[config.mk]
export PLATFORM = sky130hd
export DESIGN_NAME = lain_cfg_ctrl_top
export DESIGN_NICKNAME = d
export VERILOG_FILES = /design/src/hw/i2c_pkg.sv /design/src/hw/cfg_ctrl_pkg.sv /design/src/hw/cfg_ctrl_ifs.sv /design/src/hw/i2c_line_sampler.sv /design/src/hw/i2c_byte_engine.sv /design/src/hw/cfg_reg_bank.sv /design/src/hw/pin_mux.sv /design/src/hw/lain_cfg_ctrl_top.sv
export VERILOG_INCLUDE_DIRS = /design/src /design/src/include
export SDC_FILE = /design/constraint.sdc
export NUM_CORES = 1
export LEC_CHECK = 0
export BUFFER_PORTS_ARGS = -buffer_cell sky130_fd_sc_hd__buf_2
export CORE_MARGIN = 3
export CORE_UTILIZATION = 53
export DETAILED_ROUTE_END_ITERATION = 7
export PLACE_DENSITY = 0.93
export RECOVER_POWER = 100
export SETUP_SLACK_MARGIN = 0.02
export SYNTH_ARGS = -nofsm -noshare
export SYNTH_HDL_FRONTEND = slang
export SYNTH_HIERARCHICAL = 1
export SYNTH_SLANG_ARGS = --single-unit
[constraint.sdc]
create_clock -name clk_50m -period 2.9 [get_ports clk_50m]
set_input_delay 0.29 -clock clk_50m [delete_from_list [all_inputs] [get_ports clk_50m]]
set_output_delay 0.29 -clock clk_50m [all_outputs]
set_load 0.1 [all_outputs]
[src/include/cfg_ctrl_params.svh]
`ifndef CFG_CTRL_PARAMS_SVH
`define CFG_CTRL_PARAMS_SVH

// 7-bit slave address the host calls
`define CFG_I2C_ADDR      7'h3C

`define CFG_NUM_OUT_REGS  12    // host writable
`define CFG_NUM_IN_REGS   4     // status bytes from the soc side

// equal samples needed before a new line level is taken
`define CFG_FILTER_LEN    3

// board defaults loaded at reset
`define CFG_DEF_0         8'd46     // cpu pll mul
`define CFG_DEF_1         8'h22     // cpu pll div
`define CFG_DEF_2         8'd30     // soc pll mul
`define CFG_DEF_3         8'h21     // soc pll div
`define CFG_DEF_4         8'h00     // pll ctrl
`define CFG_DEF_5         8'h02     // spi div
`define CFG_DEF_6         8'h05     // debug ctrl
`define CFG_DEF_7         8'h03     // vga and i2s own the pins
`define CFG_DEF_8         8'h00
`define CFG_DEF_9         8'h00
`define CFG_DEF_10        8'h00
`define CFG_DEF_11        8'h00

`endif

[src/hw/i2c_pkg.sv]
package i2c_pkg;

    typedef logic [7:0] i2c_byte_t;     // one byte on the bus

    typedef logic [3:0] i2c_bit_cnt_t;  // 0..8 within a byte

    typedef enum logic [2:0] {
        PH_IDLE,            // waiting for a start
        PH_ADDRESS,
        PH_ACK_OUT,         // slave holds sda low
        PH_POINTER,
        PH_WRITE_DATA,
        PH_READ_DATA,
        PH_ACK_IN           // host acks or nacks a read byte
    } i2c_phase_t;

endpackage

[src/hw/cfg_ctrl_pkg.sv]
package cfg_ctrl_pkg;

    typedef logic [3:0] reg_addr_t;

    // register map
    localparam reg_addr_t REG_CPU_PLL_MUL = 4'd0;
    localparam reg_addr_t REG_CPU_PLL_DIV = 4'd1;
    localparam reg_addr_t REG_SOC_PLL_MUL = 4'd2;
    localparam reg_addr_t REG_SOC_PLL_DIV = 4'd3;
    localparam reg_addr_t REG_PLL_CTRL    = 4'd4;
    localparam reg_addr_t REG_SPI_DIV     = 4'd5;
    localparam reg_addr_t REG_DBG_CTRL    = 4'd6;
    localparam reg_addr_t REG_MUX_CTRL    = 4'd7;
    localparam reg_addr_t REG_CTRL_DATA   = 4'd8;   // 4 bytes, low byte first

    typedef struct packed {
        logic [7:0]  cpu_pll_mul;
        logic [7:0]  cpu_pll_div;
        logic [7:0]  soc_pll_mul;
        logic [7:0]  soc_pll_div;
        logic [7:0]  pll_ctrl;
        logic [7:0]  spi_div;
        logic [7:0]  dbg_ctrl;
        logic [7:0]  mux_ctrl;      // bit 0 vga, bit 1 i2s
        logic [31:0] ctrl_data;
    } cfg_fields_t;

endpackage

[src/hw/cfg_ctrl_ifs.sv]
`timescale 1ns/100ps

interface i2c_event_if;
    logic scl_rise;     // filtered scl edges
    logic scl_fall;
    logic start;        // sda falls while scl high
    logic stop;         // sda rises while scl high
    logic sda;          // filtered sda level

    modport sampler (output scl_rise, scl_fall, start, stop, sda);
    modport engine  (input  scl_rise, scl_fall, start, stop, sda);
endinterface

interface reg_access_if;
    import i2c_pkg::*;
    import cfg_ctrl_pkg::*;

    logic       wr_en;      // one-cycle strobes
    logic       rd_en;
    reg_addr_t  addr;
    i2c_byte_t  wdata;
    i2c_byte_t  rdata;      // combinational from addr

    modport engine (
        output wr_en, rd_en, addr, wdata,
        input  rdata
    );
    modport bank (
        input  wr_en, addr, wdata,
        output rdata
    );
endinterface

[src/hw/i2c_line_sampler.sv]
`timescale 1ns/100ps
`include "cfg_ctrl_params.svh"

module i2c_line_sampler (
    input  logic         clk_50m,
    input  logic         rst_n_i,
    input  logic         scl_i,
    input  logic         sda_i,
    i2c_event_if.sampler ev
);

    localparam int SCL = 0;
    localparam int SDA = 1;
    localparam int CNT_W = $clog2(`CFG_FILTER_LEN + 1);
    localparam logic [CNT_W-1:0] CNT_LAST = CNT_W'(`CFG_FILTER_LEN - 1);

    logic [1:0]       sync1_q;
    logic [1:0]       sync2_q;
    logic [1:0]       filt_q;       // accepted levels
    logic [1:0]       filt_d_q;     // last cycle's accepted levels
    logic [CNT_W-1:0] cnt_q [2];

    always_ff @(posedge clk_50m or negedge rst_n_i) begin
        if (!rst_n_i) begin
            sync1_q  <= 2'b11;      // bus idles high
            sync2_q  <= 2'b11;
            filt_q   <= 2'b11;
            filt_d_q <= 2'b11;
            cnt_q    <= '{default: '0};
        end else begin
            sync1_q  <= {sda_i, scl_i};
            sync2_q  <= sync1_q;
            filt_d_q <= filt_q;
            for (int i = 0; i < 2; i++) begin
                if (sync2_q[i] == filt_q[i]) begin
                    cnt_q[i] <= '0;             // glitch gone, start over
                end else if (cnt_q[i] == CNT_LAST) begin
                    filt_q[i] <= sync2_q[i];
                    cnt_q[i]  <= '0;
                end else begin
                    cnt_q[i] <= cnt_q[i] + 1'b1;
                end
            end
        end
    end

    assign ev.scl_rise = filt_q[SCL] & ~filt_d_q[SCL];
    assign ev.scl_fall = ~filt_q[SCL] & filt_d_q[SCL];

    // scl must be steady high around the sda edge
    assign ev.start = filt_q[SCL] & filt_d_q[SCL] & ~filt_q[SDA] & filt_d_q[SDA];
    assign ev.stop  = filt_q[SCL] & filt_d_q[SCL] & filt_q[SDA] & ~filt_d_q[SDA];
    assign ev.sda   = filt_q[SDA];

endmodule

[src/hw/i2c_byte_engine.sv]
`timescale 1ns/100ps
`include "cfg_ctrl_params.svh"

module i2c_byte_engine (
    input  logic         clk_50m,
    input  logic         rst_n_i,
    i2c_event_if.engine  ev,
    reg_access_if.engine ra,
    output logic         sda_oe_o
);

    import i2c_pkg::*;
    import cfg_ctrl_pkg::*;

    i2c_phase_t   phase_q;
    i2c_phase_t   ret_phase_q;      // phase after our ack
    i2c_bit_cnt_t bit_cnt_q;
    i2c_byte_t    shift_q;
    i2c_byte_t    wdata_q;
    reg_addr_t    ptr_q;
    logic         nack_q;
    logic         sda_oe_q;
    logic         wr_en_q;
    logic         rd_en_q;
    logic         shift_in;
    logic         wr_hit;
    logic         load_rd;

    assign shift_in = ev.scl_rise &&
                      (phase_q inside {PH_ADDRESS, PH_POINTER, PH_WRITE_DATA});
    assign wr_hit   = ev.scl_rise && phase_q == PH_WRITE_DATA && bit_cnt_q == 4'd7;

    // next read byte goes out when our ack or the host ack ends
    assign load_rd = ev.scl_fall &&
                     ((phase_q == PH_ACK_OUT && ret_phase_q == PH_READ_DATA) ||
                      (phase_q == PH_ACK_IN && !nack_q));

    always_ff @(posedge clk_50m or negedge rst_n_i) begin
        if (!rst_n_i) begin
            phase_q     <= PH_IDLE;
            ret_phase_q <= PH_IDLE;
            bit_cnt_q   <= '0;
            ptr_q       <= '0;
            nack_q      <= 1'b0;
            sda_oe_q    <= 1'b0;
            wr_en_q     <= 1'b0;
            rd_en_q     <= 1'b0;
        end else begin
            wr_en_q <= wr_hit;
            rd_en_q <= load_rd;
            if (wr_en_q || rd_en_q) begin
                ptr_q <= ptr_q + 1'b1;      // wraps at 16
            end

            if (ev.start) begin
                phase_q   <= PH_ADDRESS;    // repeated start too
                bit_cnt_q <= '0;
            end else if (ev.stop) begin
                phase_q <= PH_IDLE;
            end else if (ev.scl_rise) begin
                if (shift_in && bit_cnt_q != 4'd8) begin
                    bit_cnt_q <= bit_cnt_q + 1'b1;
                end
                if (phase_q == PH_ACK_IN) begin
                    nack_q <= ev.sda;
                end
            end else if (ev.scl_fall) begin
                sda_oe_q <= 1'b0;           // released unless driven below
                case (phase_q)
                    PH_ADDRESS: begin
                        if (bit_cnt_q == 4'd8) begin
                            if (shift_q[7:1] == `CFG_I2C_ADDR) begin
                                sda_oe_q    <= 1'b1;
                                phase_q     <= PH_ACK_OUT;
                                ret_phase_q <= shift_q[0] ? PH_READ_DATA : PH_POINTER;
                            end else begin
                                phase_q <= PH_IDLE;     // not us, wait for start
                            end
                        end
                    end
                    PH_POINTER, PH_WRITE_DATA: begin
                        if (bit_cnt_q == 4'd8) begin
                            if (phase_q == PH_POINTER) begin
                                ptr_q <= shift_q[3:0];
                            end
                            sda_oe_q    <= 1'b1;
                            phase_q     <= PH_ACK_OUT;
                            ret_phase_q <= PH_WRITE_DATA;
                        end
                    end
                    PH_ACK_OUT: begin
                        bit_cnt_q <= '0;
                        phase_q   <= ret_phase_q;
                    end
                    PH_READ_DATA: begin
                        if (bit_cnt_q == 4'd7) begin
                            phase_q <= PH_ACK_IN;   // let the host answer
                        end else begin
                            bit_cnt_q <= bit_cnt_q + 1'b1;
                            sda_oe_q  <= ~shift_q[6];
                        end
                    end
                    PH_ACK_IN: begin
                        bit_cnt_q <= '0;
                        phase_q   <= nack_q ? PH_IDLE : PH_READ_DATA;
                    end
                    default: ;
                endcase
                if (load_rd) begin
                    sda_oe_q <= ~ra.rdata[7];   // msb first
                end
            end
        end
    end

    always_ff @(posedge clk_50m) begin
        if (shift_in) begin
            shift_q <= {shift_q[6:0], ev.sda};
        end else if (load_rd) begin
            shift_q <= ra.rdata;
        end else if (ev.scl_fall && phase_q == PH_READ_DATA) begin
            shift_q <= {shift_q[6:0], 1'b0};
        end
        if (wr_hit) begin
            wdata_q <= {shift_q[6:0], ev.sda};
        end
    end

    assign sda_oe_o = sda_oe_q;
    assign ra.wr_en = wr_en_q;
    assign ra.rd_en = rd_en_q;
    assign ra.addr  = ptr_q;
    assign ra.wdata = wdata_q;

endmodule

[src/hw/cfg_reg_bank.sv]
`timescale 1ns/100ps
`include "cfg_ctrl_params.svh"

module cfg_reg_bank (
    input  logic                          clk_50m,
    input  logic                          rst_n_i,
    reg_access_if.bank                    ra,
    input  logic [8*`CFG_NUM_IN_REGS-1:0] status_i,
    output cfg_ctrl_pkg::cfg_fields_t     fields_o
);

    import cfg_ctrl_pkg::*;

    localparam logic [7:0] DEFAULTS [`CFG_NUM_OUT_REGS] = '{
        `CFG_DEF_0, `CFG_DEF_1, `CFG_DEF_2,  `CFG_DEF_3,
        `CFG_DEF_4, `CFG_DEF_5, `CFG_DEF_6,  `CFG_DEF_7,
        `CFG_DEF_8, `CFG_DEF_9, `CFG_DEF_10, `CFG_DEF_11
    };

    logic [7:0] regs_q [`CFG_NUM_OUT_REGS];
    logic       in_rw;      // address hits the writable part

    assign in_rw = ra.addr < reg_addr_t'(`CFG_NUM_OUT_REGS);

    always_ff @(posedge clk_50m or negedge rst_n_i) begin
        if (!rst_n_i) begin
            for (int i = 0; i < `CFG_NUM_OUT_REGS; i++) begin
                regs_q[i] <= DEFAULTS[i];
            end
        end else if (ra.wr_en && in_rw) begin
            regs_q[ra.addr] <= ra.wdata;    // status range ignored
        end
    end

    always_comb begin
        if (in_rw) begin
            ra.rdata = regs_q[ra.addr];
        end else begin
            ra.rdata = status_i[{ra.addr[1:0], 3'b000} +: 8];   // byte 12 is lowest
        end
    end

    assign fields_o.cpu_pll_mul = regs_q[REG_CPU_PLL_MUL];
    assign fields_o.cpu_pll_div = regs_q[REG_CPU_PLL_DIV];
    assign fields_o.soc_pll_mul = regs_q[REG_SOC_PLL_MUL];
    assign fields_o.soc_pll_div = regs_q[REG_SOC_PLL_DIV];
    assign fields_o.pll_ctrl    = regs_q[REG_PLL_CTRL];
    assign fields_o.spi_div     = regs_q[REG_SPI_DIV];
    assign fields_o.dbg_ctrl    = regs_q[REG_DBG_CTRL];
    assign fields_o.mux_ctrl    = regs_q[REG_MUX_CTRL];

    assign fields_o.ctrl_data = {
        regs_q[REG_CTRL_DATA + 4'd3],
        regs_q[REG_CTRL_DATA + 4'd2],
        regs_q[REG_CTRL_DATA + 4'd1],
        regs_q[REG_CTRL_DATA]
    };

endmodule

[src/hw/pin_mux.sv]
`timescale 1ns/100ps

module pin_mux (
    input  logic [7:0] mux_ctrl_i,

    input  logic [7:0] vga_lo_i,
    input  logic [7:0] gpio_o_i,
    input  logic [7:0] gpio_t_i,
    output logic [7:0] gpio_i_o,
    input  logic [7:0] pad_gpio_i,
    output logic [7:0] pad_gpio_o,
    output logic [7:0] pad_gpio_t_o,    // 1 = input

    input  logic       i2s_lrclk_i,
    input  logic       i2s_sclk_i,
    input  logic       i2s_sdata_i,
    input  logic       cdbus_tx_i,
    input  logic       cdbus_tx_t_i,
    input  logic       cdbus_tx_en_i,
    input  logic       cdbus_tx_en_t_i,
    output logic       cdbus_rx_o,
    output logic       pad_lrclk_o,
    output logic       pad_lrclk_t_o,
    output logic       pad_sclk_o,
    output logic       pad_sclk_t_o,
    input  logic       pad_sdata_i,
    output logic       pad_sdata_o,
    output logic       pad_sdata_t_o
);

    logic vga_en;
    logic i2s_en;

    assign vga_en = mux_ctrl_i[0];
    assign i2s_en = mux_ctrl_i[1];

    // vga drives all eight pads, else gpio keeps its own tristates
    assign pad_gpio_o   = vga_en ? vga_lo_i : gpio_o_i;
    assign pad_gpio_t_o = vga_en ? 8'h00    : gpio_t_i;
    assign gpio_i_o     = pad_gpio_i;

    assign pad_lrclk_o   = i2s_en ? i2s_lrclk_i : cdbus_tx_i;
    assign pad_lrclk_t_o = i2s_en ? 1'b0        : cdbus_tx_t_i;
    assign pad_sclk_o    = i2s_en ? i2s_sclk_i  : cdbus_tx_en_i;
    assign pad_sclk_t_o  = i2s_en ? 1'b0        : cdbus_tx_en_t_i;
    assign pad_sdata_o   = i2s_sdata_i;
    assign pad_sdata_t_o = ~i2s_en;     // cdbus rx listens here
    assign cdbus_rx_o    = pad_sdata_i;

endmodule

[src/hw/lain_cfg_ctrl_top.sv]
`timescale 1ns/100ps
`include "cfg_ctrl_params.svh"

module lain_cfg_ctrl_top (
    input  logic                          clk_50m,
    input  logic                          rst_n_i,

    input  logic                          scl_i,
    input  logic                          sda_i,
    output logic                          sda_oe_o,     // 1 pulls sda low
    input  logic [8*`CFG_NUM_IN_REGS-1:0] status_i,

    output logic [7:0]                    cpu_pll_mul_o,
    output logic [7:0]                    cpu_pll_div_o,
    output logic [7:0]                    soc_pll_mul_o,
    output logic [7:0]                    soc_pll_div_o,
    output logic [7:0]                    pll_ctrl_o,
    output logic [7:0]                    spi_div_o,
    output logic [7:0]                    dbg_ctrl_o,
    output logic [7:0]                    mux_ctrl_o,
    output logic [31:0]                   ctrl_data_o,

    input  logic [7:0]                    vga_lo_i,
    input  logic [7:0]                    gpio_o_i,
    input  logic [7:0]                    gpio_t_i,
    output logic [7:0]                    gpio_i_o,
    input  logic [7:0]                    pad_gpio_i,
    output logic [7:0]                    pad_gpio_o,
    output logic [7:0]                    pad_gpio_t_o,

    input  logic                          i2s_lrclk_i,
    input  logic                          i2s_sclk_i,
    input  logic                          i2s_sdata_i,
    input  logic                          cdbus_tx_i,
    input  logic                          cdbus_tx_t_i,
    input  logic                          cdbus_tx_en_i,
    input  logic                          cdbus_tx_en_t_i,
    output logic                          cdbus_rx_o,
    output logic                          pad_lrclk_o,
    output logic                          pad_lrclk_t_o,
    output logic                          pad_sclk_o,
    output logic                          pad_sclk_t_o,
    input  logic                          pad_sdata_i,
    output logic                          pad_sdata_o,
    output logic                          pad_sdata_t_o
);

    import cfg_ctrl_pkg::*;

    cfg_fields_t fields;

    i2c_event_if  ev_if ();
    reg_access_if ra_if ();

    i2c_line_sampler u_sampler (
        .clk_50m  (clk_50m),
        .rst_n_i  (rst_n_i),
        .scl_i    (scl_i),
        .sda_i    (sda_i),
        .ev       (ev_if.sampler)
    );

    i2c_byte_engine u_engine (
        .clk_50m  (clk_50m),
        .rst_n_i  (rst_n_i),
        .ev       (ev_if.engine),
        .ra       (ra_if.engine),
        .sda_oe_o (sda_oe_o)
    );

    cfg_reg_bank u_bank (
        .clk_50m  (clk_50m),
        .rst_n_i  (rst_n_i),
        .ra       (ra_if.bank),
        .status_i (status_i),
        .fields_o (fields)
    );

    // remaining pad ports share names with the top
    pin_mux u_pin_mux (
        .mux_ctrl_i (fields.mux_ctrl),
        .*
    );

    assign cpu_pll_mul_o = fields.cpu_pll_mul;
    assign cpu_pll_div_o = fields.cpu_pll_div;
    assign soc_pll_mul_o = fields.soc_pll_mul;
    assign soc_pll_div_o = fields.soc_pll_div;
    assign pll_ctrl_o    = fields.pll_ctrl;
    assign spi_div_o     = fields.spi_div;
    assign dbg_ctrl_o    = fields.dbg_ctrl;
    assign mux_ctrl_o    = fields.mux_ctrl;
    assign ctrl_data_o   = fields.ctrl_data;

endmodule

==> results of run 1 <==
## layer usage
layer | vias to the layer above | wire length, um
li1 | 2334 | -
met1 | 2813 | 7500
met2 | 400 | 10600
met3 | 81 | 2090
met4 | 0 | 1120
met5 | - | 0
## through the flow
| step | util, % | power, mW | setup WS, ns | instances |
|---|---|---|---|---|
| 2_1_floorplan | - | 3.40 | 0.654 | 536 |
| 3_3_place_gp | 62.2 | 3.60 | 0.693 | 862 |
| 3_5_place_dp | 62.2 | 3.66 | 0.568 | 862 |
| 4_1_cts | 66.9 | 5.92 | 0.487 | 896 |
| 5_1_grt | 65.1 | 6.09 | 0.196 | 896 |
| 6_report | 65.1 | 5.87 | 0.264 | 896 |
## flip-flops by register name (all words and copies together), names as in the netlist
name and flops:
u_engine/ra.wr_en 1, u_sampler/sync1_q 2, u_engine/ret_phase_q 3, u_engine/bit_cnt_q 4, u_engine/shift_q 8, u_sampler/filt_d_q 2, u_engine/sda_oe_o 1, u_sampler/filt_q 2
u_engine/phase_q 3, u_sampler/cnt_q 4, u_engine/ra.addr 4, u_sampler/sync2_q 2, u_engine/ra.wdata 8, u_engine/nack_q 1, u_bank/fields_o 96, u_engine/ra.rd_en 1
## kinds of logic after synthesis
kind of cell	Yosys count
xor gates and xnor gates	5
AOI/OAI and AO/OA	61
DFF	142
buffers and inverters	50
adders and majority gates	3
and+or+nand+nor	98
muxes	177
## cell type report
class,count,share of cell area (%)
Clock buffer,22,5.85
Clock inverter,10,1.21
Sequential cell,142,42.2
Tap cell,176,2.53
Inverter,10,0.432
Multi-Input combinational cell,344,37.6
Timing Repair Buffer,192,10.2
## cell usage after synthesis, types with 2 or more instances
master       n  area share, %
buf_2       11           0.75
o21a_1       2           0.21
o221ai_1     9            1.1
mux2i_1     13            1.8
clkbuf_1    12           0.62
nor3_4       3           0.67
edfxtp_1    16            6.6
mux2_4       3           0.62
ha_1         3           0.51
and2b_2      8           0.96
nor2_1      18           0.92
dfstp_2     25            9.0
nor2_2       4           0.34
inv_1       10           0.51
o22ai_1     16            1.4
buf_1        3           0.15
xnor2_1      3           0.36
nor3_1       3           0.21
a2111oi_0    2           0.24
a31oi_1      2           0.17
nor2b_1      8           0.68
mux4_2      16            4.9
nand2b_1     8           0.68
nand2_1     11           0.56
and3b_1      2           0.24
dfrtp_1    101             35
xor2_1       2           0.24
nor3b_2      2           0.34
nand3b_4     2           0.55
nand3b_1     4           0.41
nor3b_1      8           0.82
buf_6        2           0.31
mux2_2     145             22
a21o_1       2           0.21
nor2_4       2           0.31
o21ai_0      8           0.55
nand3_1      3           0.21
buf_4       11            1.1
a21oi_1      8           0.55
## final timing paths
kind / from / endpoint / slack [ns]
setup / recovery: u_engine/ra.addr[1] / u_bank/fields_o[66] / 0.26
hold / removal: rst_n_i / u_bank/fields_o[77] / 0.31
setup reg to reg: u_engine/ra.addr[1] / u_bank/fields_o[66] / 0.26
hold reg to reg: u_sampler/sync1_q[1] / u_sampler/sync2_q[1] / 0.36
max in group asynchronous: rst_n_i / u_bank/fields_o[76] / 1.50
min in group clk_50m: u_sampler/sync1_q[1] / u_sampler/sync2_q[1] / 0.36
## timing repair
item / CTS / global route
endpoints found under the hold margin: 2 / 0
hold buffers: 2 / 0
setup endpoints to repair: 0 / 0
## power by group through the flow
stage / registers, mW / logic [mW] / clock network [mW]
after global placement: 2.46 / 1.14 / 0
after CTS: 2.44 / 1.22 / 2.27
after floorplan: 2.38 / 1.03 / 0
after detailed placement: 2.47 / 1.19 / 0
after global routing: 2.46 / 1.27 / 2.36
final: 2.43 / 1.19 / 2.25
## worst register-to-register path, cell delays in order, from the launching register on
cell     delay (ns)
dfrtp_2        0.75
nand3_1        0.26
nor3_1         1.06
mux2_2         0.44
==> results.toml, run 1 <==
[outcome]
status = "complete, but fails checks"
violations = "max-capacitance violations, max-slew violations"

[placement]
io_buffers = 183
place_congestion = 0.950
dpl_cell_area_um2 = 8300
place_hpwl_um = 14500

[synth]
syn_area_um2 = 7310
synth_top_family_by_area = "multiplexers"
muxShareOfSynthArea_pct = 29.7
async_flop_share_pct = 88.7
synthSimpleGateAreaFrac_pct = 9.50
synth-adder-area-share_pct = 0.513
synth_edf_count = 16
postSynthCellCount = 536
yosysUniqueCellTypes = 64
synth_seq_cells = 142
seq_area_frac_synth_pct = 50.1
synth-compound-area-share_pct = 5.94
yosysWarnings = 6
synth-main-ff-cell = "dfrtp_1"
syn-num-nets = 615
syn_avg_cell_area_um2 = 13.6
synthXorXnorAreaFrac_pct = 0.599

[routing]
vias_per_cell = 6.28
antenna_left = 0
drtIter0Drc = 669
drt_wl_total_um = 21300
vias = 5628
drc = 0
dr.pass1.iters = 5
wl_per_cell_um = 23.7

[clocking]
cts_sinks = 142
cts_resized = 0
root_buffer = "clkbuf_16"
htree_levels = 4
cts_setup_buffers = 0
clock_path_buffers = 2
numCtsBuffers = 17
cts_tree = "yes"
clock_latency_ns = 0.43
clkTransAtPathRegs_ns = 0.06

[timing]
skew_ns = 0.00803
fin_crit_sh_pct = 90.9
fmaxAchievable_mhz = 379
hold_ws_ns = 0.306
max_slew_margin_pct = -12.6
rsz0062_at_grt = "no"
hold_violations = 0
setup-tns-final_ns = 0
setup_violations = 0
fin_crit_ns = 2.64
drv_slew = 67
tightest_slew_ns = 1.69

[setup_path]
crit_chain = "nand3_1, nor3_1, mux2_2"
crit_path_end_kind = "register"
crit_path_start_kind = "register"
cp.arrival_ns = 2.94
reg2reg_depth = 3
crit_family = "simple AND/OR/NAND/NOR gates"
cpMaxStageDelayCell = "nor3_1"
crit_path_max_fanout = 24
crit_cells = 3
crit_type = "reg2reg"
path_buf_inv = 0
critPathRequiredTime_ns = 3.21
max_stage_delay_ns = 1.06

[global_route]
grt_max_degree = 68
busiest_layer = "met2"
antenna_found_initial = 0
gr-usage-met2_pct = 46.6
grt_usage_pct = 27.5
gr-usage-met3_pct = 6.86
overflow = 0
use_met1_pct = 32.0
grt_pass1_vias = 5592
grt_first_pass_wirelength_um = 31500

[finish]
nFillCells = 940
multi_input_area_um2 = 3270
final_common_cell = "mux2_2"
layout_common_cells = "mux2_2 (140), clkbuf_1 (104), dfrtp_1 (100)"
final_area_um2 = 8690
diodes = 0
area_growth_syn_to_layout_pct = 18.8
drive_above_1_share_pct = 43.2
register_area_um2 = 3670
final_nets = 786

[power]
p_leak_nw = 3.86
power_density_nw_per_um2 = 676
comb_power_share_pct = 20.2
switching_share_pct = 30.4
pwr-share-seq_pct = 41.4
internal-power_mw = 4.09
peakVddDrop_v = 0.000491
pwr-share-clk_pct = 38.4
switching_power_mw = 1.78

[floorplanning]
io_pins = 204
placementRows = 42
fp.dieW_um = 123
design.die.area_um2 = 15200
coreArea_um2 = 13300
initial_utilization_pct = 54.8
die_h_um = 123

[worst_hold_path]
hold_class = "in2async"

[run]
cap_violations = 1
No activity file was read; power rests on OpenSTA's default activity.
==> inputs of run 2 (changes only) <==
Clock period 2.9 ns to 2.85 ns, I/O delays scaled along.
==> run 2 against run 1 <==
Against the previous run: the flow now finishes without violations; non-clock buffer count grew 3; global-route usage shrank 0.26 points; largest cell class unchanged; sequential power is essentially flat; power shrank 0.76%; highest routed layer unchanged; worst setup slack lost 0.030 ns.
==> results.toml, run 2 (same netlist as run 1, synthesis figures left out) <==
[setup_path]
path_buf_inv = 1
crit_chain = "clkbuf_4, mux2_2, o22ai_1, o22ai_1, mux2_2"
max_stage_delay_ns = 0.64
reg2reg_from = "u_engine/ra.addr[1]"
crit_family = "multiplexers"
cp.arrival_ns = 2.78
critPathRequiredTime_ns = 3.01
crit_start = "u_engine/ra.addr[1]"
cpMaxStageDelayCell = "dfrtp_1"
crit_type = "reg2reg"
crit_path_start_kind = "register"
crit_path_max_fanout = 32
crit_path_end_kind = "register"

[routing]
wl_per_cell_um = 23.1
antenna_left = 0
dr.pass1.iters = 6
drt_wl_total_um = 20800
drc = 0
vias = 5512
vias_per_cell = 6.13
drtIter0Drc = 601

[finish]
multi_input_area_um2 = 3290
register_area_um2 = 3660
nFillCells = 951
diodes = 0
final_area_um2 = 8670
area_growth_syn_to_layout_pct = 18.6
final_nets = 789
fin_util_pct = 65.0
layout_common_cells = "mux2_2 (142), clkbuf_1 (103), dfrtp_1 (101)"
drive_above_1_share_pct = 44.3
final_common_cell = "mux2_2"
largest_reg_flops = 96

[timing]
fin_crit_sh_pct = 91.8
skew_ns = 0.00958
rsz0062_at_grt = "no"
tightest_slew_ns = 1.31
drv_slew = 0
setup-tns-final_ns = 0
max_slew_margin_pct = 12.3
fin_crit_ns = 2.62
setup_violations = 0
fmaxAchievable_mhz = 382
hold_violations = 0

[placement]
dpl_cell_area_um2 = 8310
place_hpwl_um = 14800
place_congestion = 0.977
io_buffers = 183

[clocking]
clock_latency_ns = 0.42
clkTransAtPathRegs_ns = 0.06
cts_setup_buffers = 0
numCtsBuffers = 17
htree_levels = 4
cts_tree = "yes"
cts_sinks = 142
cts_resized = 0
root_buffer = "clkbuf_16"
clock_path_buffers = 2

[global_route]
overflow = 0
antenna_found_initial = 0
grt_usage_pct = 27.3
grt_pass1_vias = 5616
grt_max_degree = 57
grt_first_pass_wirelength_um = 31300

[run]
cap_violations = 0

[power]
power_density_nw_per_um2 = 672
peakVddDrop_v = 0.000441
power_mw = 5.83
p_leak_nw = 3.89

[floorplanning]
die_h_um = 123
placementRows = 42
coreArea_um2 = 13300
io_pins = 204
design.die.area_um2 = 15200
fp.dieW_um = 123
initial_utilization_pct = 54.8

[worst_hold_path]
min_from = "u_sampler/sync1_q[0]"
hold_class = "reg2reg"

[outcome]
status = "finished, final reports clean"
run 2: repair_timing:
item | 4_1_cts | 5_1_grt
endpoints found under the hold margin | 38 | 0
setup endpoints to repair | 0 | 0
hold buffers | 3 | 0
run 2: stage by stage:
step | hold WS, ns | cells | worst slack, ns
3_3_place_gp | 0.311 | 864 | 0.714
5_1_grt | 0.363 | 899 | 0.204
4_1_cts | 0.355 | 899 | 0.527
3_5_place_dp | 0.328 | 864 | 0.521
2_1_floorplan | -0.0106 | 536 | 0.609
6_report | 0.356 | 899 | 0.234
run 2: cell type report:
type                            count  area share, %
Multi-Input combinational cell    344           38.0
Clock buffer                       18           4.95
Inverter                           10          0.433
Timing Repair Buffer              195           10.2
Sequential cell                   142           42.3
Clock inverter                     14           1.65
Tap cell                          176           2.54
run 2: final timing paths:
check	end	cells past startpoint	slack [ns]
setup / recovery	u_engine/shift_q[7]	5	0.23
hold / removal	u_sampler/sync2_q[0]	0	0.36
setup reg to reg	u_engine/shift_q[7]	5	0.23
hold reg to reg	u_sampler/sync2_q[0]	0	0.36
max in group asynchronous	u_bank/fields_o[1]	3	0.75
min in group asynchronous	u_bank/fields_o[67]	2	0.63
run 2: worst register-to-register path, delay by kind of cell, from the launching register on:
family,cells,cell delay (ns)
flip-flops,1,0.64
multiplexers,2,0.73
buffers and inverters,1,0.54
AO/OA/AOI/OAI,2,0.44
run 2: metal layers:
metal  wire length, um  vias to the layer above  part of all wire, %  GRT usage [%]
li1                  -                     2334                    -              -
met3              1980                       66                  9.5           7.64
met2             10600                      345                   51           47.1
met1              7370                     2767                   36           32.1
met4               768                        0                  3.7           11.1
met5                 0                        -                    0              0
run 2: report_power, final:
part           internal (mW)  switching, mW  total [mW]
Clock                   1.29          0.854        2.14
Combinational          0.477          0.751        1.23
Sequential              2.24          0.216        2.46
Total                   4.01           1.82        5.83
